[config.mk]
export PLATFORM = sky130hd
export DESIGN_NAME = bdd_result_merge
export DESIGN_NICKNAME = d
export VERILOG_FILES = /design/src/bdd_apply_pkg.sv /design/src/bdd_result_merge.sv /design/src/bdd_pipe_reg.sv
export VERILOG_INCLUDE_DIRS = /design/src /design/src/src
export SDC_FILE = /design/constraint.sdc
export NUM_CORES = 1
export LEC_CHECK = 0
export ABC_AREA = 1
export BUFFER_PORTS_ARGS = -buffer_cell sky130_fd_sc_hd__buf_2
export CAP_MARGIN = 20
export CORE_UTILIZATION = 44
export CTS_CLUSTER_DIAMETER = 150
export DETAILED_ROUTE_END_ITERATION = 10
export HOLD_SLACK_MARGIN = 0.15
export PLACE_DENSITY = 0.81
export SLEW_MARGIN = 10
export SYNTH_ARGS = -nofsm -noshare
export SYNTH_HDL_FRONTEND = slang
export SYNTH_SLANG_ARGS = --single-unit
[constraint.sdc]
create_clock -name clk -period 12.8 [get_ports clk]
set_input_delay 0.64 -clock clk [delete_from_list [all_inputs] [get_ports clk]]
set_output_delay 0.64 -clock clk [all_outputs]
set_load 0.01 [all_outputs]
[src/bdd_apply_macros.svh]
`ifndef BDD_APPLY_MACROS_SVH
`define BDD_APPLY_MACROS_SVH

// Node index, complement flag lives in bit 0
`define BDD_INDEX_W 30

// Operation code
`define BDD_TYPE_W 3

// Request tag returned with the response
`define BDD_REQ_ID_W 3

// Computed cache geometry
`define BDD_CACHE_ADDR_W 8
`define BDD_CACHE_DEPTH (1 << `BDD_CACHE_ADDR_W)

// Constant terminal nodes
`define BDD_NODE_FALSE {`BDD_INDEX_W{1'b0}}
`define BDD_NODE_TRUE {{(`BDD_INDEX_W-1){1'b0}}, 1'b1}

// Field widths of the packed payloads
//   apply_req_t   = id + negate + f + g + op
//   terminal_t    = hit + result
//   cache_req_t   = apply_req_t + hit + result
//   apply_resp_t  = id + hit + result + f + g + op
//   cache_entry_t = f + g + op + result
// XOR with BDD_NODE_TRUE flips the complement bit of an index

`endif
[src/bdd_apply_pkg.sv]
`include "bdd_apply_macros.svh"

package bdd_apply_pkg;

	typedef enum logic [`BDD_TYPE_W-1:0] {
		OP_AND     = 3'd0,
		OP_OR      = 3'd1,
		OP_XOR     = 3'd2,
		OP_EXIST   = 3'd3,
		OP_PERMUTE = 3'd4
	} bdd_op_t;

	typedef struct packed {
		logic [`BDD_REQ_ID_W-1:0] id;
		logic                     negate; // Complement the final result
		logic [`BDD_INDEX_W-1:0]  f;
		logic [`BDD_INDEX_W-1:0]  g;
		bdd_op_t                  op;
	} apply_req_t;

	typedef struct packed {
		logic                    hit;
		logic [`BDD_INDEX_W-1:0] result;
	} terminal_t;

	typedef struct packed {
		apply_req_t              req; // Operands already in canonical order
		logic                    hit;
		logic [`BDD_INDEX_W-1:0] result;
	} cache_req_t;

	typedef struct packed {
		logic [`BDD_REQ_ID_W-1:0] id;
		logic                     hit;
		logic [`BDD_INDEX_W-1:0]  result;
		logic [`BDD_INDEX_W-1:0]  f;
		logic [`BDD_INDEX_W-1:0]  g;
		bdd_op_t                  op;
	} apply_resp_t;

	typedef struct packed {
		logic [`BDD_INDEX_W-1:0] f;
		logic [`BDD_INDEX_W-1:0] g;
		bdd_op_t                 op;
		logic [`BDD_INDEX_W-1:0] result;
	} cache_entry_t;

	// Folds low bytes of both operands, op lands in the top bits
	function automatic logic [`BDD_CACHE_ADDR_W-1:0] cache_hash(
		input logic [`BDD_INDEX_W-1:0] f,
		input logic [`BDD_INDEX_W-1:0] g,
		input bdd_op_t op
	);
		return f[7:0] ^ f[15:8] ^ g[7:0] ^ g[23:16] ^ {op, 5'b00000};
	endfunction

	function automatic logic is_commutative(input bdd_op_t op);
		return op inside {OP_AND, OP_OR, OP_XOR};
	endfunction

endpackage

[src/bdd_result_merge.sv]
`timescale 1ns/100ps

`include "bdd_apply_macros.svh"

module bdd_result_merge (
	input  logic                       clk,
	input  logic                       reset,
	input  logic                       term_valid,
	input  bdd_apply_pkg::terminal_t   verdict,
	input  logic                       cache_valid,
	input  bdd_apply_pkg::cache_req_t  lookup,
	output logic                       in_ready,
	output logic                       out_valid,
	input  logic                       out_ready,
	output bdd_apply_pkg::apply_resp_t resp
);

	import bdd_apply_pkg::*;

	apply_resp_t             resp_d;
	logic [`BDD_INDEX_W-1:0] picked; // Terminal result wins over cache

	always_comb
	begin
		picked = verdict.hit ? verdict.result : lookup.result;
		resp_d.id = lookup.req.id;
		resp_d.hit = verdict.hit || lookup.hit;
		resp_d.result = picked;
		if (resp_d.hit)
		begin
			resp_d.result[0] = picked[0] ^ lookup.req.negate;
		end
		resp_d.f = lookup.req.f;
		resp_d.g = lookup.req.g;
		resp_d.op = lookup.req.op;
	end

	bdd_pipe_reg #(.payload_t(apply_resp_t)) resp_reg (
		.clk      (clk),
		.reset    (reset),
		.in_valid (term_valid && cache_valid),
		.in_ready (in_ready),
		.in_data  (resp_d),
		.out_valid(out_valid),
		.out_ready(out_ready),
		.out_data (resp)
	);

	// Both side paths load together, so they never drift apart
	a_lockstep: assert property (@(posedge clk) disable iff (reset)
		term_valid == cache_valid);

endmodule

[src/bdd_pipe_reg.sv]
`timescale 1ns/100ps

module bdd_pipe_reg #(
	parameter type payload_t = logic [7:0]
) (
	input  logic     clk,
	input  logic     reset,
	input  logic     in_valid,
	output logic     in_ready,
	input  payload_t in_data,
	output logic     out_valid,
	input  logic     out_ready,
	output payload_t out_data
);

	logic load;

	// Accept when the slot is free or drains this cycle
	assign in_ready = !out_valid || out_ready;
	assign load = in_valid && in_ready;

	always_ff @(posedge clk)
	begin
		if (reset)
		begin
			out_valid <= 1'b0;
		end
		else if (in_ready)
		begin
			out_valid <= in_valid;
		end
	end

	always_ff @(posedge clk)
	begin
		if (load)
		begin
			out_data <= in_data;
		end
	end

	// Stalled payload must not change under the consumer
	a_hold_stable: assert property (@(posedge clk) disable iff (reset)
		out_valid && !out_ready |=> $stable(out_data));

endmodule

==> results.toml <==
[yosys]
synth_largest_area_cell = "edfxtp_1"
syn_nets = 350
synthTopCellsByArea = "edfxtp_1 85%, nand2_1 11%, buf_6 1.3%"
avgSynthCellArea_um2 = 15.8
ys_seq_area_frac = 0.859
yosysUniqueCellTypes = 10
synth-seq-cells = 98
syn_area_um2 = 3410
synth_cells = 216
netlist.area_leader.share = 0.853
ys_warn_count = 0

[timing]
maxSlewHeadroom = 0.606
hold_viol_final = 0
max_clock_freq_mhz = 546
tightest_slew_ns = 0.591
finClkSkew_ns = 0.00760
finalCritPeriodShare = 0.143
tns_ns = 0
drv_slew = 0
rsz0062_at_grt = "false"
setup_viol = 0
fin_crit_ns = 1.83

[critical_path]
crit_path_end_kind = "output port"
critPathRequiredTime_ns = 12.16
critPathMaxFanout = 2
crit_top_cell = "buf_2"
crit_arrival_ns = 1.19
crit_slowest_cell = "nor2_1"
critical_path_class = "input pin to output port"
crit_chain = "buf_2 > nor2_1 > inv_1 > buf_2"
worstSetupStartpointType = "input pin"
max_stage_delay_ns = 0.22

[routing]
totalWireLength_mm = 8.55
via_per_inst = 4.58
route.antenna.remaining_nets = 0
drc = 0
firstDrtPassIters = 4
drt-initial-drc-count = 109
wl_per_cell_um = 15.3
vias = 2554

[global_route]
track_usage = 0.215
grt_first_pass_wirelength_mm = 13.1
grt.overflow.total = 0
grt_max_degree = 98
grt_pass1_vias = 2467
antenna_found_initial = 0

[die]
num_io_pins = 233
core_um2 = 7370
die_area_um2 = 8120
die_h_um = 90.1
fp-row-count = 31
die_w_um = 90.1
start_util = 0.463

[clocking]
cts_tree = "yes"
cts_sinks = 98
cts.repair.resized = 0
root_buffer = "clkbuf_8"
numCtsBuffers = 9
htreeDepth = 3
cts_buffer_depth = 2
cts_hold_buf = 0
cts_setup_buffers = 0
path_clk_slew_ns = 0.09
clock_latency_ns = 0.35

[layout]
layout_commonest_cell = "buf_2"
final_cells = 558
drive_above_1_share = 0.549
areaGrowthSynthToFinish_pct = 43.9
antennaDiodeCount = 0
finalNetCount = 588
final_area_um2 = 4910
most-common-layout-cells = "232 x buf_2, 97 x nand2_1, 97 x edfxtp_1"

[pwr]
power_density_nw_per_um2 = 134
p_total_uw = 659
ir_drop_uv = 85.3
p_leak_uw = 0.00229

[placement]
port_buffers = 232
gp_congestion = 0.777
dpl.cell_count = 541
dpl_cell_area_um2 = 4650
place_hpwl_mm = 6.34

[status]
status = "complete, no violations"

[flow_run]
maxCapViolCount = 0

[worst_hold_path]
hold_path.class = "input pin to flip-flop"
## critical path, delay by kind of cell
| kind | cells | cell delay [ns] |
|---|---|---|
| buffers and inverters | 3 | 0.34 |
| AND/OR/NAND/NOR | 1 | 0.22 |
## Yosys cell counts
cell,count
a21oi_1,1
inv_1,7
nand2_1,97
inv_4,1
edfxtp_1,97
o21ai_0,1
nor2_1,4
buf_6,4
dfxtp_1,1
buf_2,3
## cell type report
type | count | area, um^2
clock buffer | 9 | 124
clock inverter | 7 | 109
fill | 580 | 2450
inverter | 8 | 32.5
multi-input combinational | 103 | 397
sequential | 98 | 2930
tap | 99 | 124
timing repair buffer | 234 | 1200
## power by group
part / leakage [uW] / switching [uW] / internal (uW) / total (uW)
clock: 0.000118 / 109 / 114 / 223
combinational: 0.00126 / 34.1 / 28.1 / 62.1
sequential: 0.000917 / 3.15 / 370 / 374
## flip-flops by register name, indices dropped and copies added (netlist names)
signal and flops:
resp_reg.out_valid 1, resp_reg.out_data 97
## final timing paths
check / from / to / slack, ns / cells after the start
min: reset / resp_reg.out_valid / 0.44 / 2
min reg2reg: resp_reg.out_valid / resp_reg.out_valid / 0.60 / 4
max: out_ready / in_ready / 10.97 / 4
max reg2reg: resp_reg.out_valid / resp_reg.out_data[71] / 11.23 / 5
## per-stage QoR
stage	worst slack (ns)	hold slack [ns]	util
final	10.97	0.437	0.667
after global routing	10.88	0.427	0.667
after CTS	10.93	0.418	0.663
after detailed placement	10.55	0.578	0.632
after global placement	10.61	0.560	0.632
after floorplan	7.48	0.621	-
## per-layer routing
layer / global-route usage / vias up / share of wire
met5: 0 / - / 0
met4: 0.0699 / 0 / 0.013
met3: 0.0635 / 10 / 0.078
met2: 0.400 / 132 / 0.56
met1: 0.231 / 1198 / 0.35
li1: - / 1214 / -
## cell families (layout without fill, tap and decap cells)
family	count (synthesis)	in the layout	share of synthesized area
flip-flops	98	98	0.859
AND/OR/NAND/NOR	101	101	0.111
buffers and inverters	15	258	0.0271
AO/OA/AOI/OAI	2	2	0.00293
(Power assumes the default switching activity.)
