<file path="src/bdd_pipe_reg.sv">
`timescale 1ns/100ps

module bdd_pipe_reg #(
	parameter type payload_t = logic [7:0]
) (
	input  logic     clk,
	input  logic     reset,
	input  logic     in_valid,
	output logic     in_ready,
	input  payload_t in_data,
	output logic     out_valid,
	input  logic     out_ready,
	output payload_t out_data
);

	logic load;

	// Accept when the slot is free or drains this cycle
	assign in_ready = !out_valid || out_ready;
	assign load = in_valid && in_ready;

	always_ff @(posedge clk)
	begin
		if (reset)
		begin
			out_valid <= 1'b0;
		end
		else if (in_ready)
		begin
			out_valid <= in_valid;
		end
	end

	always_ff @(posedge clk)
	begin
		if (load)
		begin
			out_data <= in_data;
		end
	end

	// Stalled payload must not change under the consumer
	a_hold_stable: assert property (@(posedge clk) disable iff (reset)
		out_valid && !out_ready |=> $stable(out_data));

endmodule

</file>
<file path="config.mk">
export PLATFORM = sky130hd
export DESIGN_NAME = bdd_pipe_reg
export DESIGN_NICKNAME = d
export VERILOG_FILES = /design/src/bdd_pipe_reg.sv
export SDC_FILE = /design/constraint.sdc
export NUM_CORES = 1
export LEC_CHECK = 0
export BUFFER_PORTS_ARGS = -buffer_cell sky130_fd_sc_hd__buf_2
export CAP_MARGIN = 40
export CORE_AREA = 3 3 40 42
export DETAILED_ROUTE_END_ITERATION = 7
export DIE_AREA = 0 0 43 45
export PLACE_DENSITY = 0.48
export SYNTH_ARGS = -nofsm -noshare
export SYNTH_HDL_FRONTEND = slang
export SYNTH_SLANG_ARGS = --single-unit
</file>
<file path="constraint.sdc">
create_clock -name clk -period 0.8 [get_ports clk]
set_input_delay 0.16 -clock clk [delete_from_list [all_inputs] [get_ports clk]]
set_output_delay 0.16 -clock clk [all_outputs]
set_load 0.05 [all_outputs]
</file>
==> impl_metrics.py, run 1 <==
metrics = {
    "floorplan": {
        "placementRows": 13,
        "fp.dieArea_mm2": 0.00194,
        "initial_utilization_pct": 23.0,
        "core_region_area_mm2": 0.00128,
        "die_w_um": 43,
        "die-height_um": 45,
        "top_level_ports": 22,
    },
    "power_and_ir_drop": {
        "post_layout_power_w": 0.00110,
        "internal-power_w": 0.000825,
        "share_seq_of_total_power_pct": 50.7,
        "pwr-share-clk_pct": 28.6,
        "sw_frac_of_total_pct": 24.9,
        "vdd.ir_drop.worst_mv": 0.846,
        "power_frac_comb_pct": 20.6,
        "p_leak_nw": 0.239,
        "power_switching_w": 0.000273,
        "p_per_area_mw_per_mm2": 2040,
    },
    "setup_path": {
        "cp_cell_instances": "nand2b_4 -> buf_8",
        "worst-endpoint-required_ns": 0.64,
        "crit_path_start_kind": "flip-flop",
        "worst_path_arrival_time_ns": 0.81,
        "cp_slowest_cell": "dfxtp_4",
        "cp-end-kind": "primary output",
        "worstSetupPathType": "flip-flop to primary output",
        "cp_max_fanout": 3,
        "cp_slowest_stage_delay_ns": 0.34,
    },
    "finish": {
        "register_area_um2": 264,
        "area_used_by_multi_input_combinational_logic_um2": 31.3,
        "drive_above_1_share_pct": 75.6,
        "insertedDiodeCount": 0,
        "fillers": 130,
        "post_layout_nets": 54,
        "synthToLayoutAreaGrowth_pct": 82.2,
        "layout.cells.non_filler": 56,
        "final_core_util_pct": 41.9,
    },
    "global_route": {
        "antenna_violations_before_repair": 0,
        "first_global_vias": 255,
        "grt_first_pass_wirelength_mm": 1.05,
        "overflow": 0,
        "global_route.usage.total_pct": 7.26,
        "grt_start_max_net_pins": 9,
    },
    "clock_network": {
        "cts.path.max_buffers": 2,
        "cts_made_buffers": 3,
        "count_of_h_tree_levels_built_during_cts": 1,
        "clkTransAtPathRegs_ns": 0.05,
        "clock_latency_ns": 0.24,
        "clockRootBuffer": "clkbuf_4",
        "clock_sink_count": 9,
        "tritoncts": "done",
    },
    "timing": {
        "timing_max_transition_violations_final": 0,
        "post-route-worst-setup-slack_ns": -0.167,
        "maxSlewHeadroom_pct": 90.2,
        "grt_setup_unrepaired": "true",
        "finalHoldViolations": 0,
        "finalSetupViolations": 19,
        "slew_of_the_pin_with_the_lowest_slew_margin_ns": 0.148,
        "fmaxAchievable_mhz": 1030,
        "final_period_minus_worst_setup_slack_ns": 0.967,
        "fin_tns_setup_ns": -2.48,
        "fin_clk_skew_ns": 0.00278,
        "share_of_the_cycle_needed_by_the_critical_path_after_routing_pct": 121,
    },
    "logic_synthesis": {
        "post_synth_instance_area_um2": 295,
        "synth.ff_latch_count": 9,
        "syn_area_cell_um2": 22.7,
        "ys_warn_count": 0,
        "yosys.cell_types.count": 6,
        "netlist_top_cells_area": "edfxtp_1 (81%), dfxtp_1 (6.8%), nand2b_4 (4.7%), a21oi_2 (3.0%), and2_4 (3.0%)",
        "synth_fp_nets": 25,
        "synth_most_common_cell": "edfxtp_1",
        "sequential_area_share_after_synthesis_pct": 88.1,
        "synth-async-reset-ratio_pct": 0,
        "synth_top_flop_cell": "edfxtp_1",
        "edff_count_synth": 8,
        "synth_area_leader_cell": "edfxtp_1",
        "syn_inst": 13,
        "yosysTopAreaCellShare_pct": 81.4,
    },
    "outcome": {
        "status": "finished with violations",
        "violations": "setup timing",
    },
    "hold_path": {
        "class_of_the_tightest_hold_or_removal_check": "input port to flip-flop",
    },
    "placement": {
        "io_buffer_count": 21,
        "place.gp.congestion": 0.632,
        "post-dp-hpwl_um": 476,
        "dpl.cell_count": 50,
        "place_worst_setup_slack_ns": -0.103,
    },
    "job": {
        "max_cap_violations": 0,
    },
    "routing": {
        "firstDrtPassIters": 1,
        "route.detailed.wl_per_inst_um": 10.1,
        "routed_wl_um": 568,
        "antenna_violating_nets_remaining": 0,
        "dr_total_vias": 206,
        "drc_errors": 0,
        "viasPerCell": 3.68,
        "first_iter_violations": 0,
    },
}
-- through the flow --
stage,hold slack (ns),cell area (um^2)
finish,0.0657,538
global route,0.0568,538
CTS,0.0588,527
detailed placement,0.314,430
global placement,0.310,430
floorplan,0.213,299
-- worst max-delay path: cells and delay by family (launching register included) --
family	cells	cell delay [ns]
buffers and inverters	1	0.14
and+or+nand+nor	1	0.08
DFF	1	0.34
-- power by group through the flow --
stage	registers, W	clock network (W)	logic, W
after floorplan	0.000658	0	0.0000298
after detailed placement	0.000561	0	0.000186
after CTS	0.000558	0.000329	0.000224
after global routing	0.000560	0.000375	0.000238
after global placement	0.000560	0	0.000184
final	0.000557	0.000315	0.000226
-- cell families after synthesis --
group	synth area share [%]
AO/OA/AOI/OAI	2.97
buffers and inverters	1.27
flip-flops	88.1
AND/OR/NAND/NOR	7.63
-- area by class of cell --
| cell class | instances | area share (%) |
|---|---|---|
| flip-flops and latches | 9 | 49.1 |
| repair buffers | 24 | 36.0 |
| multi-input cells | 3 | 5.81 |
| clock buffers | 4 | 4.88 |
| well taps | 15 | 3.49 |
| inverters | 1 | 0.698 |
-- sequential cells by signal, summed over array words and instances (netlist names) --
| signal | count |
|---|---|
| out_data | 8 |
| out_valid | 1 |
-- cell usage in the layout (no fill, tap or decap) --
cell	n
a21oi_2	1
and2_4	1
buf_2	11
buf_4	3
buf_6	9
buf_8	1
clkbuf_1	1
clkbuf_4	3
dfxtp_4	1
edfxtp_1	8
inv_1	1
nand2b_4	1
-- final timing paths --
check / endpoint / slack (ns) / from / depth (start not counted)
setup / recovery: in_ready / -0.17 / out_valid / 2
setup reg to reg: out_valid / -0.14 / out_valid / 5
hold reg to reg: out_data[3] / 0.75 / out_valid / 2
hold / removal: out_valid / 0.07 / reset / 2
-- layer usage --
metal  GRT usage (%)  routed length, um  vias to the layer above
li1                -                  -                      104
met1            7.79                208                       85
met2            12.6                261                       17
met3            3.98                 98                        0
met4            1.81                  0                        0
met5               0                  0                        -
-- what timing repair did --
item | in CTS | in global routing
gates cloned | 0 | 0
hold buffers | 0 | 0
pin swaps | 1 | 1
hold endpoints to repair | 0 | 0
setup buffers | 1 | 1
resized for setup | 20 | 1
setup endpoints to repair | 18 | 19
(Power assumes the default switching activity.)
==> run 2, diff against run 1 <==
--- a/config.mk
+++ b/config.mk
@@ -5,7 +5,7 @@
 export SDC_FILE = /design/constraint.sdc
 export NUM_CORES = 1
 export LEC_CHECK = 0
-export BUFFER_PORTS_ARGS = -buffer_cell sky130_fd_sc_hd__buf_2
+export BUFFER_PORTS_ARGS = -buffer_cell sky130_fd_sc_hd__clkbuf_2
 export CAP_MARGIN = 40
 export CORE_AREA = 3 3 40 42
 export DETAILED_ROUTE_END_ITERATION = 7
==> run 2 against run 1 <==
- worst setup slack worse by 0.021 ns
- wire length down 3.5%
- final cell count down 3.6%
- sequential share of layout area down 1.3 points
- total power up 1.2%
- via count up 1.5%
- first-iteration DRC count up 1
- clock power up 2%
- count of clock-buffer cells in the layout unchanged
- fmax down 2.2%
- the run still ends with setup timing left
- combinational power up 3%
==> impl_metrics.py, run 2 (synthesis gave the netlist of run 1 again) <==
metrics = {
    "power_and_ir_drop": {
        "sw_frac_of_total_pct": 25.1,
        "power_switching_w": 0.000279,
        "power_frac_comb_pct": 20.9,
        "share_seq_of_total_power_pct": 50.2,
        "internal-power_w": 0.000833,
        "pwr-share-clk_pct": 28.9,
        "p_per_area_mw_per_mm2": 2010,
        "vdd.ir_drop.worst_mv": 0.764,
        "p_leak_nw": 0.247,
    },
    "timing": {
        "share_of_the_cycle_needed_by_the_critical_path_after_routing_pct": 124,
        "final_period_minus_worst_setup_slack_ns": 0.989,
        "finalSetupViolations": 18,
        "timing_max_transition_violations_final": 0,
        "slew_of_the_pin_with_the_lowest_slew_margin_ns": 0.160,
        "fin_tns_setup_ns": -2.59,
        "fin_clk_skew_ns": 0.00149,
        "grt_setup_unrepaired": "true",
        "fmaxAchievable_mhz": 1010,
        "post-route-worst-setup-slack_ns": -0.189,
        "maxSlewHeadroom_pct": 89.4,
        "final.hold.worst_slack_ns": 0.0594,
        "finalHoldViolations": 0,
    },
    "setup_path": {
        "cp_top_family": "flip-flops",
        "worst_setup_sp": "out_valid",
        "cp_slowest_cell": "dfxtp_4",
        "cp-end-kind": "primary output",
        "cp_max_fanout": 3,
        "timing.critical_path.buf_inv": 1,
        "worst_path_arrival_time_ns": 0.83,
        "worstSetupPathType": "flip-flop to primary output",
        "reg2reg_from": "out_valid",
        "cp_slowest_stage_delay_ns": 0.35,
        "cp_cell_instances": "nand2b_4 -> clkbuf_16",
        "worst-endpoint-required_ns": 0.64,
        "crit_path_start_kind": "flip-flop",
    },
    "finish": {
        "post_layout_nets": 52,
        "area_used_by_multi_input_combinational_logic_um2": 31.3,
        "synthToLayoutAreaGrowth_pct": 87.3,
        "fillers": 119,
        "register_area_um2": 264,
        "largest_register_ffs": 8,
        "most_common_library_cell_in_the_layout_ignoring_fill_and_taps": "clkbuf_2",
        "layout_top_registers": "out_data (8), out_valid (1)",
        "drive_above_1_share_pct": 74.4,
        "insertedDiodeCount": 0,
        "mostFrequentLayoutCells": "clkbuf_2 (11), edfxtp_1 (8), clkbuf_8 (5)",
        "final_core_util_pct": 43.0,
        "registers.top_by_ff_count": "out_data",
    },
    "clock_network": {
        "cts.path.max_buffers": 2,
        "clockRootBuffer": "clkbuf_4",
        "clock_latency_ns": 0.24,
        "clock_sink_count": 9,
        "cts_made_buffers": 3,
        "postCtsSetupBuffers": 0,
        "post_cts_hold_buffer_count": 0,
        "count_of_h_tree_levels_built_during_cts": 1,
        "tritoncts": "done",
        "clkTransAtPathRegs_ns": 0.05,
    },
    "global_route": {
        "grt_first_pass_wirelength_um": 931,
        "first_global_vias": 225,
        "overflow": 0,
        "antenna_violations_before_repair": 0,
        "global_route.usage.total_pct": 6.76,
        "grt_start_max_net_pins": 9,
    },
    "floorplan": {
        "die-height_um": 45,
        "die_w_um": 43,
        "fp.dieArea_mm2": 0.00194,
        "core_region_area_mm2": 0.00128,
        "placementRows": 13,
        "initial_utilization_pct": 23.0,
        "top_level_ports": 22,
    },
    "placement": {
        "io_buffer_count": 21,
        "place.gp.congestion": 0.628,
    },
    "routing": {
        "viasPerCell": 3.87,
        "first_iter_violations": 1,
        "routed_wl_um": 548,
        "dr_total_vias": 209,
        "drc_errors": 0,
        "firstDrtPassIters": 2,
        "route.detailed.wl_per_inst_um": 10.1,
        "antenna_violating_nets_remaining": 0,
    },
    "hold_path": {
        "timing.hold.worst.start": "reset",
        "class_of_the_tightest_hold_or_removal_check": "input port to flip-flop",
    },
    "outcome": {
        "violations": "setup timing",
        "status": "finished with violations",
    },
    "job": {
        "max_cap_violations": 0,
    },
}
## run 2: changes by cell type in the layout (fill, tap and decap cells not counted)
| cell | before | now |
|---|---|---|
| clkbuf_4 | 3 | 4 |
| clkbuf_2 | 0 | 11 |
| clkbuf_8 | 0 | 5 |
| buf_8 | 1 | 3 |
| buf_4 | 3 | 1 |
| buf_6 | 9 | 0 |
| buf_2 | 11 | 0 |
| clkbuf_16 | 0 | 1 |
## run 2: final cells by class
cell class                      instances  share of cell area [%]
Timing Repair Buffer                   22                    37.8
Inverter                                1                   0.679
Multi-Input combinational cell          3                    5.66
Sequential cell                         9                    47.7
Tap cell                               15                    3.39
Clock buffer                            4                    4.75
## run 2: metrics by stage
stage	worst slack, ns	cell area (um^2)	power (W)	std cells
3_3_place_gp	-0.0870	430	0.000744	50
6_report	-0.189	553	0.00111	54
5_1_grt	-0.225	553	0.00117	54
3_5_place_dp	-0.103	430	0.000747	50
4_1_cts	-0.203	549	0.00112	54
2_1_floorplan	-0.292	299	0.000688	13
## run 2: repair_timing
item,CTS,global route
setup endpoints to repair,18,18
cloned,0,0
resized for setup,20,3
pin swaps,1,0
## run 2: per-layer routing
layer,vias to the layer above,global-route usage (%),share of wire (%)
met2,17,9.58,44
met4,0,5.42,0
met1,92,7.04,40
met5,-,0,0
li1,100,-,-
met3,0,4.38,16
## run 2: path summary, 6_finish.rpt
check	end	slack (ns)	cells after the start
worst min-delay path	out_valid	0.06	2
worst max-delay path	in_ready	-0.19	2
worst max register to register	out_data[6]	-0.11	2
worst min register to register	out_valid	0.59	3
## run 2: worst reg2reg max path, cell delays in order, from the launching register on
cell,delay (ns)
dfxtp_4,0.35
nand2b_4,0.08
and2_4,0.20
## run 2: power groups by stage
stage	sequential, W	combinational, W	clock (W)
after floorplan	0.000658	0.0000298	0
after global placement	0.000561	0.000183	0
after detailed placement	0.000563	0.000184	0
after CTS	0.000556	0.000230	0.000337
after global routing	0.000560	0.000242	0.000367
final	0.000558	0.000232	0.000322
