<file path="src/bdd_apply_macros.svh">
`ifndef BDD_APPLY_MACROS_SVH
`define BDD_APPLY_MACROS_SVH

// Node index, complement flag lives in bit 0
`define BDD_INDEX_W 30

// Operation code
`define BDD_TYPE_W 3

// Request tag returned with the response
`define BDD_REQ_ID_W 3

// Computed cache geometry
`define BDD_CACHE_ADDR_W 8
`define BDD_CACHE_DEPTH (1 << `BDD_CACHE_ADDR_W)

// Constant terminal nodes
`define BDD_NODE_FALSE {`BDD_INDEX_W{1'b0}}
`define BDD_NODE_TRUE {{(`BDD_INDEX_W-1){1'b0}}, 1'b1}

// Field widths of the packed payloads
//   apply_req_t   = id + negate + f + g + op
//   terminal_t    = hit + result
//   cache_req_t   = apply_req_t + hit + result
//   apply_resp_t  = id + hit + result + f + g + op
//   cache_entry_t = f + g + op + result
// XOR with BDD_NODE_TRUE flips the complement bit of an index

`endif
</file>
<file path="src/bdd_apply_pkg.sv">
`include "bdd_apply_macros.svh"

package bdd_apply_pkg;

	typedef enum logic [`BDD_TYPE_W-1:0] {
		OP_AND     = 3'd0,
		OP_OR      = 3'd1,
		OP_XOR     = 3'd2,
		OP_EXIST   = 3'd3,
		OP_PERMUTE = 3'd4
	} bdd_op_t;

	typedef struct packed {
		logic [`BDD_REQ_ID_W-1:0] id;
		logic                     negate; // Complement the final result
		logic [`BDD_INDEX_W-1:0]  f;
		logic [`BDD_INDEX_W-1:0]  g;
		bdd_op_t                  op;
	} apply_req_t;

	typedef struct packed {
		logic                    hit;
		logic [`BDD_INDEX_W-1:0] result;
	} terminal_t;

	typedef struct packed {
		apply_req_t              req; // Operands already in canonical order
		logic                    hit;
		logic [`BDD_INDEX_W-1:0] result;
	} cache_req_t;

	typedef struct packed {
		logic [`BDD_REQ_ID_W-1:0] id;
		logic                     hit;
		logic [`BDD_INDEX_W-1:0]  result;
		logic [`BDD_INDEX_W-1:0]  f;
		logic [`BDD_INDEX_W-1:0]  g;
		bdd_op_t                  op;
	} apply_resp_t;

	typedef struct packed {
		logic [`BDD_INDEX_W-1:0] f;
		logic [`BDD_INDEX_W-1:0] g;
		bdd_op_t                 op;
		logic [`BDD_INDEX_W-1:0] result;
	} cache_entry_t;

	// Folds low bytes of both operands, op lands in the top bits
	function automatic logic [`BDD_CACHE_ADDR_W-1:0] cache_hash(
		input logic [`BDD_INDEX_W-1:0] f,
		input logic [`BDD_INDEX_W-1:0] g,
		input bdd_op_t op
	);
		return f[7:0] ^ f[15:8] ^ g[7:0] ^ g[23:16] ^ {op, 5'b00000};
	endfunction

	function automatic logic is_commutative(input bdd_op_t op);
		return op inside {OP_AND, OP_OR, OP_XOR};
	endfunction

endpackage

</file>
<file path="src/bdd_terminal_check.sv">
`timescale 1ns/100ps

`include "bdd_apply_macros.svh"

module bdd_terminal_check (
	input  logic                     clk,
	input  logic                     reset,
	input  logic                     in_valid,
	output logic                     in_ready,
	input  bdd_apply_pkg::apply_req_t req,
	output logic                     out_valid,
	input  logic                     out_ready,
	output bdd_apply_pkg::terminal_t verdict
);

	import bdd_apply_pkg::*;

	terminal_t verdict_d;
	logic      f_false;
	logic      f_true;
	logic      g_false;
	logic      g_true;
	logic      same;
	logic      opposite; // f is the complement of g

	assign f_false = (req.f == `BDD_NODE_FALSE);
	assign f_true = (req.f == `BDD_NODE_TRUE);
	assign g_false = (req.g == `BDD_NODE_FALSE);
	assign g_true = (req.g == `BDD_NODE_TRUE);
	assign same = (req.f == req.g);
	assign opposite = (req.f == (req.g ^ `BDD_NODE_TRUE));

	// Rules are symmetric in f and g, so raw operand order is fine
	always_comb
	begin
		verdict_d.hit = 1'b0;
		verdict_d.result = `BDD_NODE_FALSE;
		case (req.op)
			OP_AND:
			begin
				if (f_false || g_false || opposite)
				begin
					verdict_d.hit = 1'b1; // Result stays FALSE
				end
				else if (f_true || same)
				begin
					verdict_d.hit = 1'b1;
					verdict_d.result = req.g;
				end
				else if (g_true)
				begin
					verdict_d.hit = 1'b1;
					verdict_d.result = req.f;
				end
			end
			OP_OR:
			begin
				if (f_true || g_true || opposite)
				begin
					verdict_d.hit = 1'b1;
					verdict_d.result = `BDD_NODE_TRUE;
				end
				else if (f_false || same)
				begin
					verdict_d.hit = 1'b1;
					verdict_d.result = req.g;
				end
				else if (g_false)
				begin
					verdict_d.hit = 1'b1;
					verdict_d.result = req.f;
				end
			end
			OP_XOR:
			begin
				verdict_d.hit = f_false || g_false || same || opposite || f_true || g_true;
				if (f_false)
				begin
					verdict_d.result = req.g;
				end
				else if (g_false)
				begin
					verdict_d.result = req.f;
				end
				else if (opposite)
				begin
					verdict_d.result = `BDD_NODE_TRUE;
				end
				else if (f_true && !same)
				begin
					verdict_d.result = req.g ^ `BDD_NODE_TRUE; // Complement of g
				end
				else if (g_true && !same)
				begin
					verdict_d.result = req.f ^ `BDD_NODE_TRUE;
				end
			end
			OP_EXIST, OP_PERMUTE:
			begin
				verdict_d.hit = f_false || f_true; // Constant f passes through
				verdict_d.result = req.f;
			end
			default:
			begin
				verdict_d.hit = 1'b0;
			end
		endcase
	end

	bdd_pipe_reg #(.payload_t(terminal_t)) verdict_reg (
		.clk      (clk),
		.reset    (reset),
		.in_valid (in_valid),
		.in_ready (in_ready),
		.in_data  (verdict_d),
		.out_valid(out_valid),
		.out_ready(out_ready),
		.out_data (verdict)
	);

endmodule

</file>
<file path="src/bdd_pipe_reg.sv">
`timescale 1ns/100ps

module bdd_pipe_reg #(
	parameter type payload_t = logic [7:0]
) (
	input  logic     clk,
	input  logic     reset,
	input  logic     in_valid,
	output logic     in_ready,
	input  payload_t in_data,
	output logic     out_valid,
	input  logic     out_ready,
	output payload_t out_data
);

	logic load;

	// Accept when the slot is free or drains this cycle
	assign in_ready = !out_valid || out_ready;
	assign load = in_valid && in_ready;

	always_ff @(posedge clk)
	begin
		if (reset)
		begin
			out_valid <= 1'b0;
		end
		else if (in_ready)
		begin
			out_valid <= in_valid;
		end
	end

	always_ff @(posedge clk)
	begin
		if (load)
		begin
			out_data <= in_data;
		end
	end

	// Stalled payload must not change under the consumer
	a_hold_stable: assert property (@(posedge clk) disable iff (reset)
		out_valid && !out_ready |=> $stable(out_data));

endmodule

</file>
<file path="config.mk">
export PLATFORM = sky130hd
export DESIGN_NAME = bdd_terminal_check
export DESIGN_NICKNAME = d
export VERILOG_FILES = /design/src/bdd_apply_pkg.sv /design/src/bdd_terminal_check.sv /design/src/bdd_pipe_reg.sv
export VERILOG_INCLUDE_DIRS = /design/src /design/src/src
export SDC_FILE = /design/constraint.sdc
export NUM_CORES = 1
export LEC_CHECK = 0
export ABC_CLOCK_PERIOD_IN_PS = 2640
export BUFFER_PORTS_ARGS = -buffer_cell sky130_fd_sc_hd__clkbuf_2
export CELL_PAD_IN_SITES_DETAIL_PLACEMENT = 0
export CELL_PAD_IN_SITES_GLOBAL_PLACEMENT = 1
export CORE_AREA = 5 5 95 97
export CTS_CLUSTER_DIAMETER = 100
export DETAILED_ROUTE_END_ITERATION = 7
export DIE_AREA = 0 0 100 102
export PLACE_DENSITY = 0.85
export SYNTH_ARGS = -nofsm -noshare
export SYNTH_HDL_FRONTEND = slang
export SYNTH_SLANG_ARGS = --single-unit
</file>
<file path="constraint.sdc">
create_clock -name clk -period 2.64 [get_ports clk]
set_input_delay 0.528 -clock clk [delete_from_list [all_inputs] [get_ports clk]]
set_output_delay 0.528 -clock clk [all_outputs]
set_load 0.02 [all_outputs]
</file>
==> results of run 1 <==
kinds of logic (layout without fill, tap and decap cells):
logic type	count (synthesis)	in the layout
compound gates	85	85
xor+xnor	30	30
buf+inv	20	197
flops	32	32
simple gates	86	87
layout make-up:
| type | count | area (sq um) |
|---|---|---|
| Clock buffer | 6 | 72.57 |
| Clock inverter | 2 | 35.03 |
| Fill cell | 743 | 3861 |
| Inverter | 7 | 26.28 |
| Multi-Input combinational cell | 202 | 1717 |
| Sequential cell | 32 | 950.9 |
| Tap cell | 105 | 131.4 |
| Timing Repair Buffer | 182 | 1257 |
worst max-delay path by stage:
stage,end,start,cells past startpoint
detailed placement,verdict_reg.out_data[20]$_DFFE_PP_,req[18],6
global placement,verdict_reg.out_data[27]$_DFFE_PP_,req[41],9
finish,verdict_reg.out_data[11]$_DFFE_PP_,req[4],9
floorplan,verdict_reg.out_data[18]$_DFFE_PP_,req[51],9
CTS,verdict_reg.out_data[20]$_DFFE_PP_,req[11],9
global route,verdict_reg.out_data[8]$_DFFE_PP_,req[20],9
power groups by stage:
| stage | Sequential [mW] | Combinational (mW) | Clock [mW] |
|---|---|---|---|
| floorplan | 0.660 | 0.129 | 0 |
| global placement | 0.615 | 0.403 | 0 |
| detailed placement | 0.617 | 0.408 | 0 |
| CTS | 0.606 | 0.414 | 0.488 |
| global route | 0.608 | 0.476 | 0.511 |
| finish | 0.604 | 0.447 | 0.480 |
through the flow:
stage	setup WS, ns	TNS (ns)	hold slack [ns]	utilization (%)
after floorplan	-0.08335	-0.8335	0.5971	-
after global placement	-0.4975	-13.13	0.4918	45.78
after detailed placement	-0.5147	-13.72	0.5182	45.78
after CTS	-0.05776	-0.7235	0.3870	47.88
after global routing	-0.1561	-3.613	0.3957	52.04
final	-0.09758	-1.954	0.3932	52.04
flip-flops by register name (all words and copies together), names as in the netlist:
| signal | count |
|---|---|
| verdict_reg.out_data | 31 |
| verdict_reg.out_valid | 1 |
placed cells by master (no fill, tap or decap), drive strengths merged, types with 3 or more instances in the layout:
master  count
nor2       14
xor2       29
o22ai       3
clkbuf    102
o21ai       3
nand4       4
o31ai       5
nor3        6
a21oi      18
a221o       9
buf        86
a22o       18
inv         7
or4         4
nor4       26
edfxtp     31
o21a       10
nand2      21
worst register-to-register path: stages (launching register included):
cell	delay, ns
dfxtp_1	0.31
nand2b_1	0.10
and2_1	0.13
buf_4	0.37
timing repair:
action,CTS,global route
setup endpoints to repair,26,29
gates cloned,0,3
buffers inserted,2,5
resized for setup,8,54
pin swaps,5,13
endpoints found under the hold margin,0,0
layer usage:
metal  share of wire (%)  GRT usage [%]  vias up
li1                    -              -     1359
met3                 6.2          2.730        8
met1                  42          22.04     1385
met2                  50          31.04      106
met5                   0              0        -
met4                 1.6          5.285        0
==> results by group, run 1 <==
Power and ir drop
  • Total power: roughly 1.5 mW
  • Clock Power Share: a little under a third
  • Sw power: 0.4632 mW
  • Reg power frac: 39.5%
  • Pleak: 1.734 nW
  • Peak supply drop: 0.1561 mV
  • Cell Int Power: 1.069 mW
  • Sw frac: 30.24%
  • Comb pwr share: between 20% and 30%
  • PwrDens: between 300 and 400 mW/mm^2

Worst setup path
  • Buffer and inverter count on the worst path: 2
  • Kind of critical path: in -> reg
  • Crit path arrival time: 2.77 ns
  • Critical Path, Cell by Cell: buf_8 > nor4_4 > nand2_2 > nor4_4 > a2111o_1 > o211ai_1 > buf_4 > or3_4 > a221o_1
  • Setup crit start kind: input port
  • R2R setup slack: approximately 1.4 ns
  • Worst r2r src: verdict_reg.out_valid$_SDFFE_PP0N_
  • CP max-delay cell: or3_4
  • CP max stage delay: between 0.4 and 0.5 ns
  • Data required, critical path: 2.67 ns
  • Most used cell along the critical path: nor4_4
  • Crit end category: flop
  • Crit-path leading delay family: simple AND/OR/NAND/NOR gates
  • R2R depth: 3
  • FF-to-FF End: verdict_reg.out_data[26]$_DFFE_PP_
  • Largest fanout on the critical path: 5

STA
  • Period utilization: 103.7%
  • Final Hold Viols: 0
  • Final WS setup: -0.09758 ns
  • Final setup violating endpoints: 26
  • Rel. slew slack: 53.79%
  • Min Tclk post-route: 2.738 ns
  • Clock skew: 0.009341 ns
  • Fin. max-slew vios: 0
  • Slew @ Worst Pin: 0.6932 ns
  • RSZ-0062 raised after global routing: yes
  • Fmax: 365.3 MHz

Yosys
  • Count leader, synth: edfxtp_1
  • Synth Area in XOR/XNOR: 10.52%
  • Area fraction of the dominant cell type after synthesis: 37.27%
  • Mux share of post-synthesis cell area: 0%
  • Largest family of logic cells by synthesized area: compound AO/OA/AOI/OAI gates
  • Simple-gate portion of the synthesized area: between 20% and 30%
  • Leading area contributor after synthesis: edfxtp_1
  • Sequential area share after synthesis: 38.08%
  • Number of distinct library cells after synthesis: 52
  • Yosys warning total: 0
  • Synth Area in Compound Gates: roughly 27%
  • Synth Area in Adders: 0%
  • Ys async rst share: 0%
  • Post-synthesis cell count: 253
  • FF+latch count, synth: 32
  • Net count after synthesis: roughly 320
  • Mean Syn Cell Area: 9.871 sq um
  • Synth top cells by count: edfxtp_1, xor2_1, nor4_1
  • Synth Cell Area: 0.002497 sq mm
  • Number of flops mapped to enable cells by yosys: 31
  • Top cells by area, synth: edfxtp_1, xor2_1, a22o_1
  • Synth Flop Type: edfxtp_1

Final layout
  • Share of layout cells above drive strength 1: a little over half
  • Area Overhead vs Synth: 67.79%
  • Design Area, Final: 0.004190 sq mm
  • Antenna diodes: 0
  • Fin cells: 536
  • Layout Nets: approximately 500

Clocking
  • Maximum root-to-sink buffer count: 2
  • Root buffer cell: clkbuf_8
  • Clk slew on worst S/H paths: 0.07 ns
  • H-tree depth: 2
  • Post-CTS Hold Buffers: 0
  • Number of CTS-inserted buffers: 5
  • Skew-Pair Late Insertion Delay: 0.29 ns
  • CTS tree: built
  • CTS sink count: 32

Route
  • # DRC: 0
  • Via density: between 5 and 6
  • DR pass1 iterations: 4
  • Detail Route Antenna Nets: 0
  • Final WL: 9.563 mm
  • DR iter-0 viols: 106
  • Via count: 2858
  • Drt wl/cell: 17.84 um

GRT
  • Total Routing Usage GR: ~18%
  • Vias in the first global route: 2829
  • Gr ovfl total: 0
  • First-pass GRT wire length: 14.05 mm
  • Largest net degree at the start of global routing: 32
  • Initial antenna violation count: 0

Placement
  • DP Wirelength: between 7 and 8 mm
  • Port Buf Inserts: around 100
  • Area after DPL: about 0.0037 sq mm
  • Cells after DPL: 520
  • RD Place Congestion: 0.8847

Die
  • Die ar.: 0.01020 sq mm
  • Core Footprint: 0.008051 sq mm
  • I/O pin count: approximately 100
  • Chip Width: 100 um
  • Die Span Y: 102 um
  • Initial Utilization: between 30% and 40%
  • # rows: 33

Status
  • Status: finished, violations left
  • Failing checks: setup timing

Flow run
  • MaxCap Viol Count: 0

Min path
  • Min-Delay Path Class: in -> reg
  • Hold depth: 2
  • HP Start: reset
  • Hold EP: verdict_reg.out_valid$_SDFFE_PP0N_
(Power assumes the default switching activity.)
==> run 2: changes to the inputs <==
Settings changed: ABC_AREA from default to 1, CORE_AREA 5 5 95 97 to 5 5 124 126, DIE_AREA 0 0 100 102 to 0 0 129 131, PLACE_DENSITY 0.85 to 0.88.
==> run 2 against run 1 <==
  * Critical endpoint is now verdict_reg.out_data[16]$_DFFE_PP_
  * Design area grew 34%
  * Combinational power shrank 3%
  * Non-clock buffer count shrank 46
  * Sequential share of layout area shrank 5.7 points
  * First-iteration DRC count grew to 5.1 times the previous value
  * The flow now finishes without violations
==> results by group, run 2 <==
Die
  • Initial Utilization: 32.85% (was 31.02%)
  • Core Footprint: 0.01420 sq mm (was 0.008051 sq mm)
  • I/O pin count: 104 (unchanged)
  • # rows: 44 (was 33)
  • Die Span Y: 131 um (was 102 um)
  • Die ar.: 0.01690 sq mm (was 0.01020 sq mm)
  • Chip Width: 129 um (was 100 um)

STA
  • Min Tclk post-route: 2.277 ns (was 2.738 ns)
  • Slew @ Worst Pin: 0.5189 ns (was 0.6932 ns)
  • Final Hold Viols: 0 (unchanged)
  • Fin. max-slew vios: 0 (unchanged)
  • Rel. slew slack: 65.40% (was 53.79%)
  • Final WS setup: 0.3627 ns (was -0.09758 ns)
  • RSZ-0062 raised after global routing: no (was yes)
  • Period utilization: 86.26% (was 103.7%)
  • Fmax: 439.1 MHz (was 365.3 MHz)
  • Final TNS setup: 0 ns (was -1.954 ns)
  • Clock skew: 0.008191 ns (was 0.009341 ns)
  • Final setup violating endpoints: 0 (was 26)

Final layout
  • Register with the most flip-flops: verdict_reg.out_data (unchanged)
  • Fill count: 1636 (was 743)
  • Antenna diodes: 0 (unchanged)
  • Layout Nets: 1009 (was 501)
  • Largest register FFs: 31 (unchanged)
  • Leading cell types in the layout, fill and taps excluded: nand2_1, clkbuf_2, nor2_1 (was clkbuf_2, buf_4, edfxtp_1)
  • Commonest non-fill, non-tap cell in the layout: nand2_1 (was clkbuf_2)
  • Area Overhead vs Synth: 20.27% (was 67.79%)
  • Largest regs: verdict_reg.out_data x31, verdict_reg.out_valid x1 (unchanged)
  • Share of layout cells above drive strength 1: 19.30% (was 53.36%)

Clocking
  • H-tree depth: 2 (unchanged)
  • Root buffer cell: clkbuf_16 (was clkbuf_8)
  • Post-CTS Hold Buffers: 0 (unchanged)
  • Clk slew on worst S/H paths: 0.05 ns (was 0.07 ns)
  • Setup Buffers After CTS: 0 (was 2)
  • Number of CTS-inserted buffers: 5 (unchanged)
  • Skew-Pair Late Insertion Delay: 0.29 ns (about the same)
  • Post_cts resized: 0 (was 8)
  • Maximum root-to-sink buffer count: 2 (unchanged)
  • CTS tree: built (unchanged)
  • CTS sink count: 32 (unchanged)

Worst setup path
  • R2R depth: 2 (was 3)
  • Setup crit start kind: input port (unchanged)
  • Crit end category: flop (unchanged)
  • Largest fanout on the critical path: 55 (was 5)
  • Worst r2r src: verdict_reg.out_valid$_SDFFE_PP0N_ (unchanged)
  • Data required, critical path: 2.66 ns (was 2.67 ns)
  • FF-to-FF End: verdict_reg.out_data[29]$_DFFE_PP_ (was verdict_reg.out_data[26]$_DFFE_PP_)
  • Crit path arrival time: 2.29 ns (was 2.77 ns)
  • Kind of critical path: in -> reg (unchanged)
  • R2R setup slack: 1.41 ns (was 1.38 ns)

Yosys
  • Sequential area share after synthesis: 20.38% (was 38.08%)
  • Synth top cells by count: nand2_1, nor2_1, nand3_1 (was edfxtp_1, xor2_1, nor4_1)
  • Number of distinct library cells after synthesis: 29 (was 52)
  • Ys async rst share: 0% (unchanged)
  • Top cells by area, synth: nand2_1, edfxtp_1, nand3_1 (was edfxtp_1, xor2_1, a22o_1)
  • Synth Flop Type: edfxtp_1 (unchanged)
  • Post-synthesis cell count: 841 (was 253)
  • Yosys warning total: 0 (unchanged)
  • Net count after synthesis: 912 (was 324)
  • Area fraction of the dominant cell type after synthesis: 25.91% (was 37.27%)
  • Number of flops mapped to enable cells by yosys: 31 (unchanged)
  • Count leader, synth: nand2_1 (was edfxtp_1)
  • Mean Syn Cell Area: 5.548 sq um (was 9.871 sq um)
  • Leading area contributor after synthesis: nand2_1 (was edfxtp_1)
  • FF+latch count, synth: 32 (unchanged)
  • Synth Cell Area: 0.004666 sq mm (was 0.002497 sq mm)

Min path
  • HP Start: reset (unchanged)
  • Hold EP: verdict_reg.out_valid$_SDFFE_PP0N_ (unchanged)
  • Hold depth: 2 (unchanged)
  • Min-Delay Path Class: in -> reg (unchanged)

GRT
  • Largest net degree at the start of global routing: 56 (was 32)
  • Initial antenna violation count: 0 (unchanged)
  • Total Routing Usage GR: 19.46% (was 17.52%)
  • Vias in the first global route: 5221 (was 2829)
  • Gr ovfl total: 0 (unchanged)
  • First-pass GRT wire length: 26.59 mm (was 14.05 mm)

Flow run
  • MaxCap Viol Count: 0 (unchanged)

Status
  • Status: finished clean (was finished, violations left)

Placement
  • DP Wirelength: 12.20 mm (was 7.439 mm)
  • RD Place Congestion: 0.8851 (was 0.8847)
  • Port Buf Inserts: 99 (unchanged)
  • Dpl ws: 0.06794 ns (was -0.5147 ns)

Route
  • # DRC: 0 (unchanged)
  • Via count: 5762 (was 2858)
  • Via density: 5.135 (was 5.332)
  • Final WL: 16.60 mm (was 9.563 mm)
  • DR iter-0 viols: 543 (was 106)
  • Detail Route Antenna Nets: 0 (unchanged)
  • DR pass1 iterations: 5 (was 4)
  • Drt wl/cell: 14.80 um (was 17.84 um)

Power and ir drop
  • Peak supply drop: 0.1887 mV (was 0.1561 mV)
  • Pleak: 3.049 nW (was 1.734 nW)
  • PwrDens: 287.3 mW/mm^2 (was 365.6 mW/mm^2)
-- run 2: where the power goes --
| part | switching (mW) | internal [mW] |
|---|---|---|
| combinational | 0.291 | 0.142 |
| sequential | 0.00966 | 0.600 |
| clock | 0.227 | 0.343 |
| total | 0.528 | 1.08 |
-- run 2: critical path, stage by stage --
cell	delay, ns
clkbuf_2	0.17
nor2_1	0.07
nand3_1	0.11
nor2_1	0.06
nand2_1	0.15
nor2_1	0.07
nand2_2	0.11
buf_4	0.46
o21ai_0	0.17
nand2_1	0.09
nor2_1	0.04
nand2_1	0.06
nand2_1	0.04
nand2_1	0.05
nand2_1	0.10
-- run 2: metal layers --
metal	track usage [%]	part of all wire (%)	up-vias
li1	-	-	2949
met1	25.79	44	2576
met3	3.130	6.8	26
met2	32.44	47	211
met5	0	0	-
met4	6.300	2.1	0
-- run 2: worst max path at each step --
stage | from | to | cells past startpoint
floorplan | in_valid | verdict_reg.out_data[0]$_DFFE_PP_ | 2
global placement | req[42] | verdict_reg.out_data[23]$_DFFE_PP_ | 11
detailed placement | req[42] | verdict_reg.out_data[29]$_DFFE_PP_ | 11
CTS | req[42] | verdict_reg.out_data[29]$_DFFE_PP_ | 11
global route | req[42] | verdict_reg.out_data[4]$_DFFE_PP_ | 14
finish | req[58] | verdict_reg.out_data[16]$_DFFE_PP_ | 15
-- run 2: layout make-up --
type                    instances  area (sq um)  share of cell area (%)
clock buffers                   6         128.9                   2.297
multi-input cells             692          3207                   57.15
well taps                     184         230.2                   4.103
flip-flops and latches         32         950.9                   16.95
clock inverters                 1         5.005                 0.08919
repair buffers                136         823.3                   14.67
inverters                      71         266.5                   4.749
-- run 2: per-stage QoR --
stage	utilization, %	hold slack (ns)	power (mW)	cells	cell area, sq um
after floorplan	-	0.5971	0.8469	841	4666
after global placement	38.57	0.5230	1.052	1115	5478
after detailed placement	38.57	0.5296	1.053	1115	5478
after CTS	39.51	0.3874	1.639	1122	5612
after global routing	39.51	0.4108	1.705	1122	5612
final	39.51	0.3932	1.612	1122	5612
-- run 2: kinds of logic after synthesis --
group / after synthesis / share of synthesized area (%)
AOI/OAI and AO/OA: 108 / 12.76
xor gates and xnor gates: 14 / 2.628
buffers and inverters: 117 / 11.34
DFF: 32 / 20.38
and+or+nand+nor: 570 / 52.88
==> run 3: changes to the inputs <==
Settings changed: CORE_AREA 5 5 124 126 to 5 5 126 128, DIE_AREA 0 0 129 131 to 0 0 131 133, PLACE_DENSITY 0.88 to default, PLACE_DENSITY_LB_ADDON from default to 0.1, SYNTH_HIERARCHICAL from default to 1.
==> run 3 against run 2 <==
  * Design area increased by 3.1%
  * Total power increased by 4.3%
  * Critical path depth is 3 lower
  * Clock skew fell by 0.0011 ns
  * Final cell count rose by 5.0%
  * Combinational power rose by 3%
  * Register-to-register slack worse by 0.19 ns
  * Via count fell by 1.3%
  * Worst hold slack gained 0.0030 ns
  * Die area is 3.1% higher
  * Worst setup slack gained 0.025 ns
  * Maximum frequency increased by 1.1%
  * Highest routed layer unchanged
==> results by group, run 3 <==
Status
  • Status: finished clean (unchanged)

Yosys
  • Count leader, synth: nand2_1 (unchanged)
  • Area fraction of the dominant cell type after synthesis: 30.16% (was 25.91%)
  • Post-synthesis cell count: 879 (was 841)
  • Number of flops mapped to enable cells by yosys: 31 (unchanged)
  • Sequential area share after synthesis: 20.32% (was 20.38%)
  • Leading area contributor after synthesis: nand2_1 (unchanged)
  • Synth Flop Type: edfxtp_1 (unchanged)
  • Top cells by area, synth: nand2_1, edfxtp_1, nor2_1 (was nand2_1, edfxtp_1, nand3_1)
  • FF+latch count, synth: 32 (unchanged)
  • Synth Cell Area: 0.004679 sq mm (was 0.004666 sq mm)
  • Synth top cells by count: nand2_1, nor2_1, inv_1 (was nand2_1, nor2_1, nand3_1)
  • Net count after synthesis: 950 (was 912)
  • Yosys warning total: 6 (was 0)
  • Number of distinct library cells after synthesis: 27 (was 29)
  • Ys async rst share: 0% (unchanged)
  • Mean Syn Cell Area: 5.324 sq um (was 5.548 sq um)

Clocking
  • CTS sink count: 32 (unchanged)
  • Skew-Pair Late Insertion Delay: 0.29 ns (about the same)
  • Number of CTS-inserted buffers: 5 (unchanged)
  • Post_cts resized: 0 (unchanged)
  • Setup Buffers After CTS: 0 (unchanged)
  • Post-CTS Hold Buffers: 0 (unchanged)
  • Root buffer cell: clkbuf_16 (unchanged)
  • Maximum root-to-sink buffer count: 2 (unchanged)
  • Clk slew on worst S/H paths: 0.05 ns (about the same)
  • H-tree depth: 2 (unchanged)
  • CTS tree: built (unchanged)

Route
  • DR iter-0 viols: 295 (was 543)
  • Detail Route Antenna Nets: 0 (unchanged)
  • Via density: 4.829 (was 5.135)
  • Final WL: 17.76 mm (was 16.60 mm)
  • # DRC: 0 (unchanged)
  • DR pass1 iterations: 5 (unchanged)
  • Drt wl/cell: 15.07 um (was 14.80 um)
  • Via count: 5689 (was 5762)

STA
  • Fin. max-slew vios: 0 (unchanged)
  • Final setup violating endpoints: 0 (unchanged)
  • Period utilization: 85.31% (was 86.26%)
  • Final Hold Viols: 0 (unchanged)
  • Hold Slack: 0.3962 ns (was 0.3932 ns)
  • RSZ-0062 raised after global routing: no (unchanged)
  • Fmax: 444.0 MHz (was 439.1 MHz)
  • Final TNS setup: 0 ns (unchanged)
  • Slew @ Worst Pin: 0.6055 ns (was 0.5189 ns)
  • Min Tclk post-route: 2.252 ns (was 2.277 ns)
  • Rel. slew slack: 59.55% (was 65.40%)
  • Clock skew: 0.007068 ns (was 0.008191 ns)

Final layout
  • Fill count: 1724 (was 1636)
  • Largest register FFs: 31 (unchanged)
  • Leading cell types in the layout, fill and taps excluded: nand2_1, nor2_1, clkbuf_2 (was nand2_1, clkbuf_2, nor2_1)
  • Multi-input logic area: 0.003213 sq mm (was 0.003207 sq mm)
  • Largest regs: verdict_reg/out_data x31, verdict_reg/out_valid x1 (was verdict_reg.out_data x31, verdict_reg.out_valid x1)
  • Share of layout cells above drive strength 1: 20.61% (was 19.30%)
  • Register with the most flip-flops: verdict_reg/out_data (was verdict_reg.out_data)
  • Design Area, Final: 0.005784 sq mm (was 0.005612 sq mm)
  • Register Area: 950.9 sq um (unchanged)
  • Layout Nets: 1060 (was 1009)
  • Antenna diodes: 0 (unchanged)
  • Commonest non-fill, non-tap cell in the layout: nand2_1 (unchanged)
  • Area Overhead vs Synth: 23.61% (was 20.27%)

Power and ir drop
  • Peak supply drop: 0.2176 mV (was 0.1887 mV)
  • PwrDens: 290.6 mW/mm^2 (was 287.3 mW/mm^2)
  • Pleak: 3.190 nW (was 3.049 nW)

Die
  • Die ar.: 0.01742 sq mm (was 0.01690 sq mm)
  • I/O pin count: 104 (unchanged)
  • Chip Width: 131 um (was 129 um)
  • Initial Utilization: 31.72% (was 32.85%)
  • Die Span Y: 133 um (was 131 um)
  • Core Footprint: 0.01475 sq mm (was 0.01420 sq mm)
  • # rows: 45 (was 44)

Min path
  • Min-Delay Path Class: in -> reg (unchanged)

GRT
  • Initial antenna violation count: 0 (unchanged)
  • Total Routing Usage GR: 20.59% (was 19.46%)
  • First-pass GRT wire length: 28.65 mm (was 26.59 mm)
  • Gr ovfl total: 0 (unchanged)
  • Largest net degree at the start of global routing: 38 (was 56)
  • Vias in the first global route: 5438 (was 5221)

Placement
  • Port Buf Inserts: 99 (unchanged)
  • DP Wirelength: 13.25 mm (was 12.20 mm)
  • Area after DPL: 0.005635 sq mm (was 0.005478 sq mm)
  • RD Place Congestion: 0.8335 (was 0.8851)

Worst setup path
  • Largest fanout on the critical path: 16 (was 55)
  • Data required, critical path: 2.66 ns (about the same)
  • Kind of critical path: in -> reg (unchanged)
  • Crit path arrival time: 2.28 ns (was 2.29 ns)
  • Crit end category: flop (unchanged)
  • Setup crit start kind: input port (unchanged)

Flow run
  • MaxCap Viol Count: 0 (unchanged)
==> run 3: cell count changes after synthesis, sizes merged, moves of 2 or more <==
cell	change
nor2	+32
inv	+8
nor3	-3
nand2	+55
clkbuf	-2
nand3b	-4
a21oi	-5
nand4	-18
o211ai	-13
nand3	-30
o21ai	+19
==> run 3: where the power goes <==
part           internal, mW  switching (mW)  total, mW  leakage [nW]
Sequential            0.599         0.00939      0.609         0.318
Combinational         0.148           0.295      0.443          2.80
Clock                 0.373           0.257      0.630        0.0766
Total                  1.12           0.561       1.68          3.19
==> run 3: worst paths after layout <==
check / from / to / slack, ns / cells past startpoint
worst min register to register: verdict_reg/out_valid$_SDFFE_PP0P_ / verdict_reg/out_valid$_SDFFE_PP0P_ / 0.53 / 2
worst max-delay path: req[47] / verdict_reg/out_data[25]$_DFFE_PP_ / 0.39 / 12
worst min-delay path: reset / verdict_reg/out_valid$_SDFFE_PP0P_ / 0.40 / 2
worst max register to register: verdict_reg/out_valid$_SDFFE_PP0P_ / verdict_reg/out_data[15]$_DFFE_PP_ / 1.22 / 2
==> run 3: critical path: stages <==
cell and delay (ns):
clkbuf_2 0.14, nor2_1 0.12, nand4_1 0.21, nor2_1 0.22, nand2_1 0.15, nor2_4 0.14
nor2_1 0.06, nand3_1 0.13, buf_12 0.18, inv_1 0.18, nand3_1 0.12, nand4_1 0.11
==> run 3: metal layers <==
layer / GRT usage, % / vias up / wire [um]
met5: 0 / - / 0
met4: 3.257 / 0 / 140
met3: 2.584 / 10 / 802
met2: 33.92 / 131 / 8197
met1: 29.12 / 2553 / 8618
li1: - / 2995 / -
==> run 3: cell families (layout without fill, tap and decap cells) <==
kind of cell           count (synthesis)  count (layout)  synth area share (%)
AND/OR/NAND/NOR                      602             602                 53.48
XOR/XNOR                              14              14                 2.620
flip-flops                            32              32                 20.32
buffers and inverters                122             233                 11.47
AO/OA/AOI/OAI                        109             109                 12.11
==> run 3: through the flow <==
stage,setup WS [ns],cells,util (%),power [mW]
3_3_place_gp,0.1126,1170,38.20,1.067
5_1_grt,0.1820,1178,39.21,1.779
3_5_place_dp,0.1145,1170,38.20,1.064
6_report,0.3878,1178,39.21,1.681
2_1_floorplan,0.09674,879,-,0.8541
4_1_cts,0.4210,1178,39.21,1.710
==> run 3: cell type report <==
class | instances | area share (%)
Timing Repair Buffer | 147 | 16.31
Multi-Input combinational cell | 725 | 55.55
Tap cell | 188 | 4.067
Clock inverter | 2 | 0.1730
Sequential cell | 32 | 16.44
Inverter | 78 | 5.062
Clock buffer | 6 | 2.401
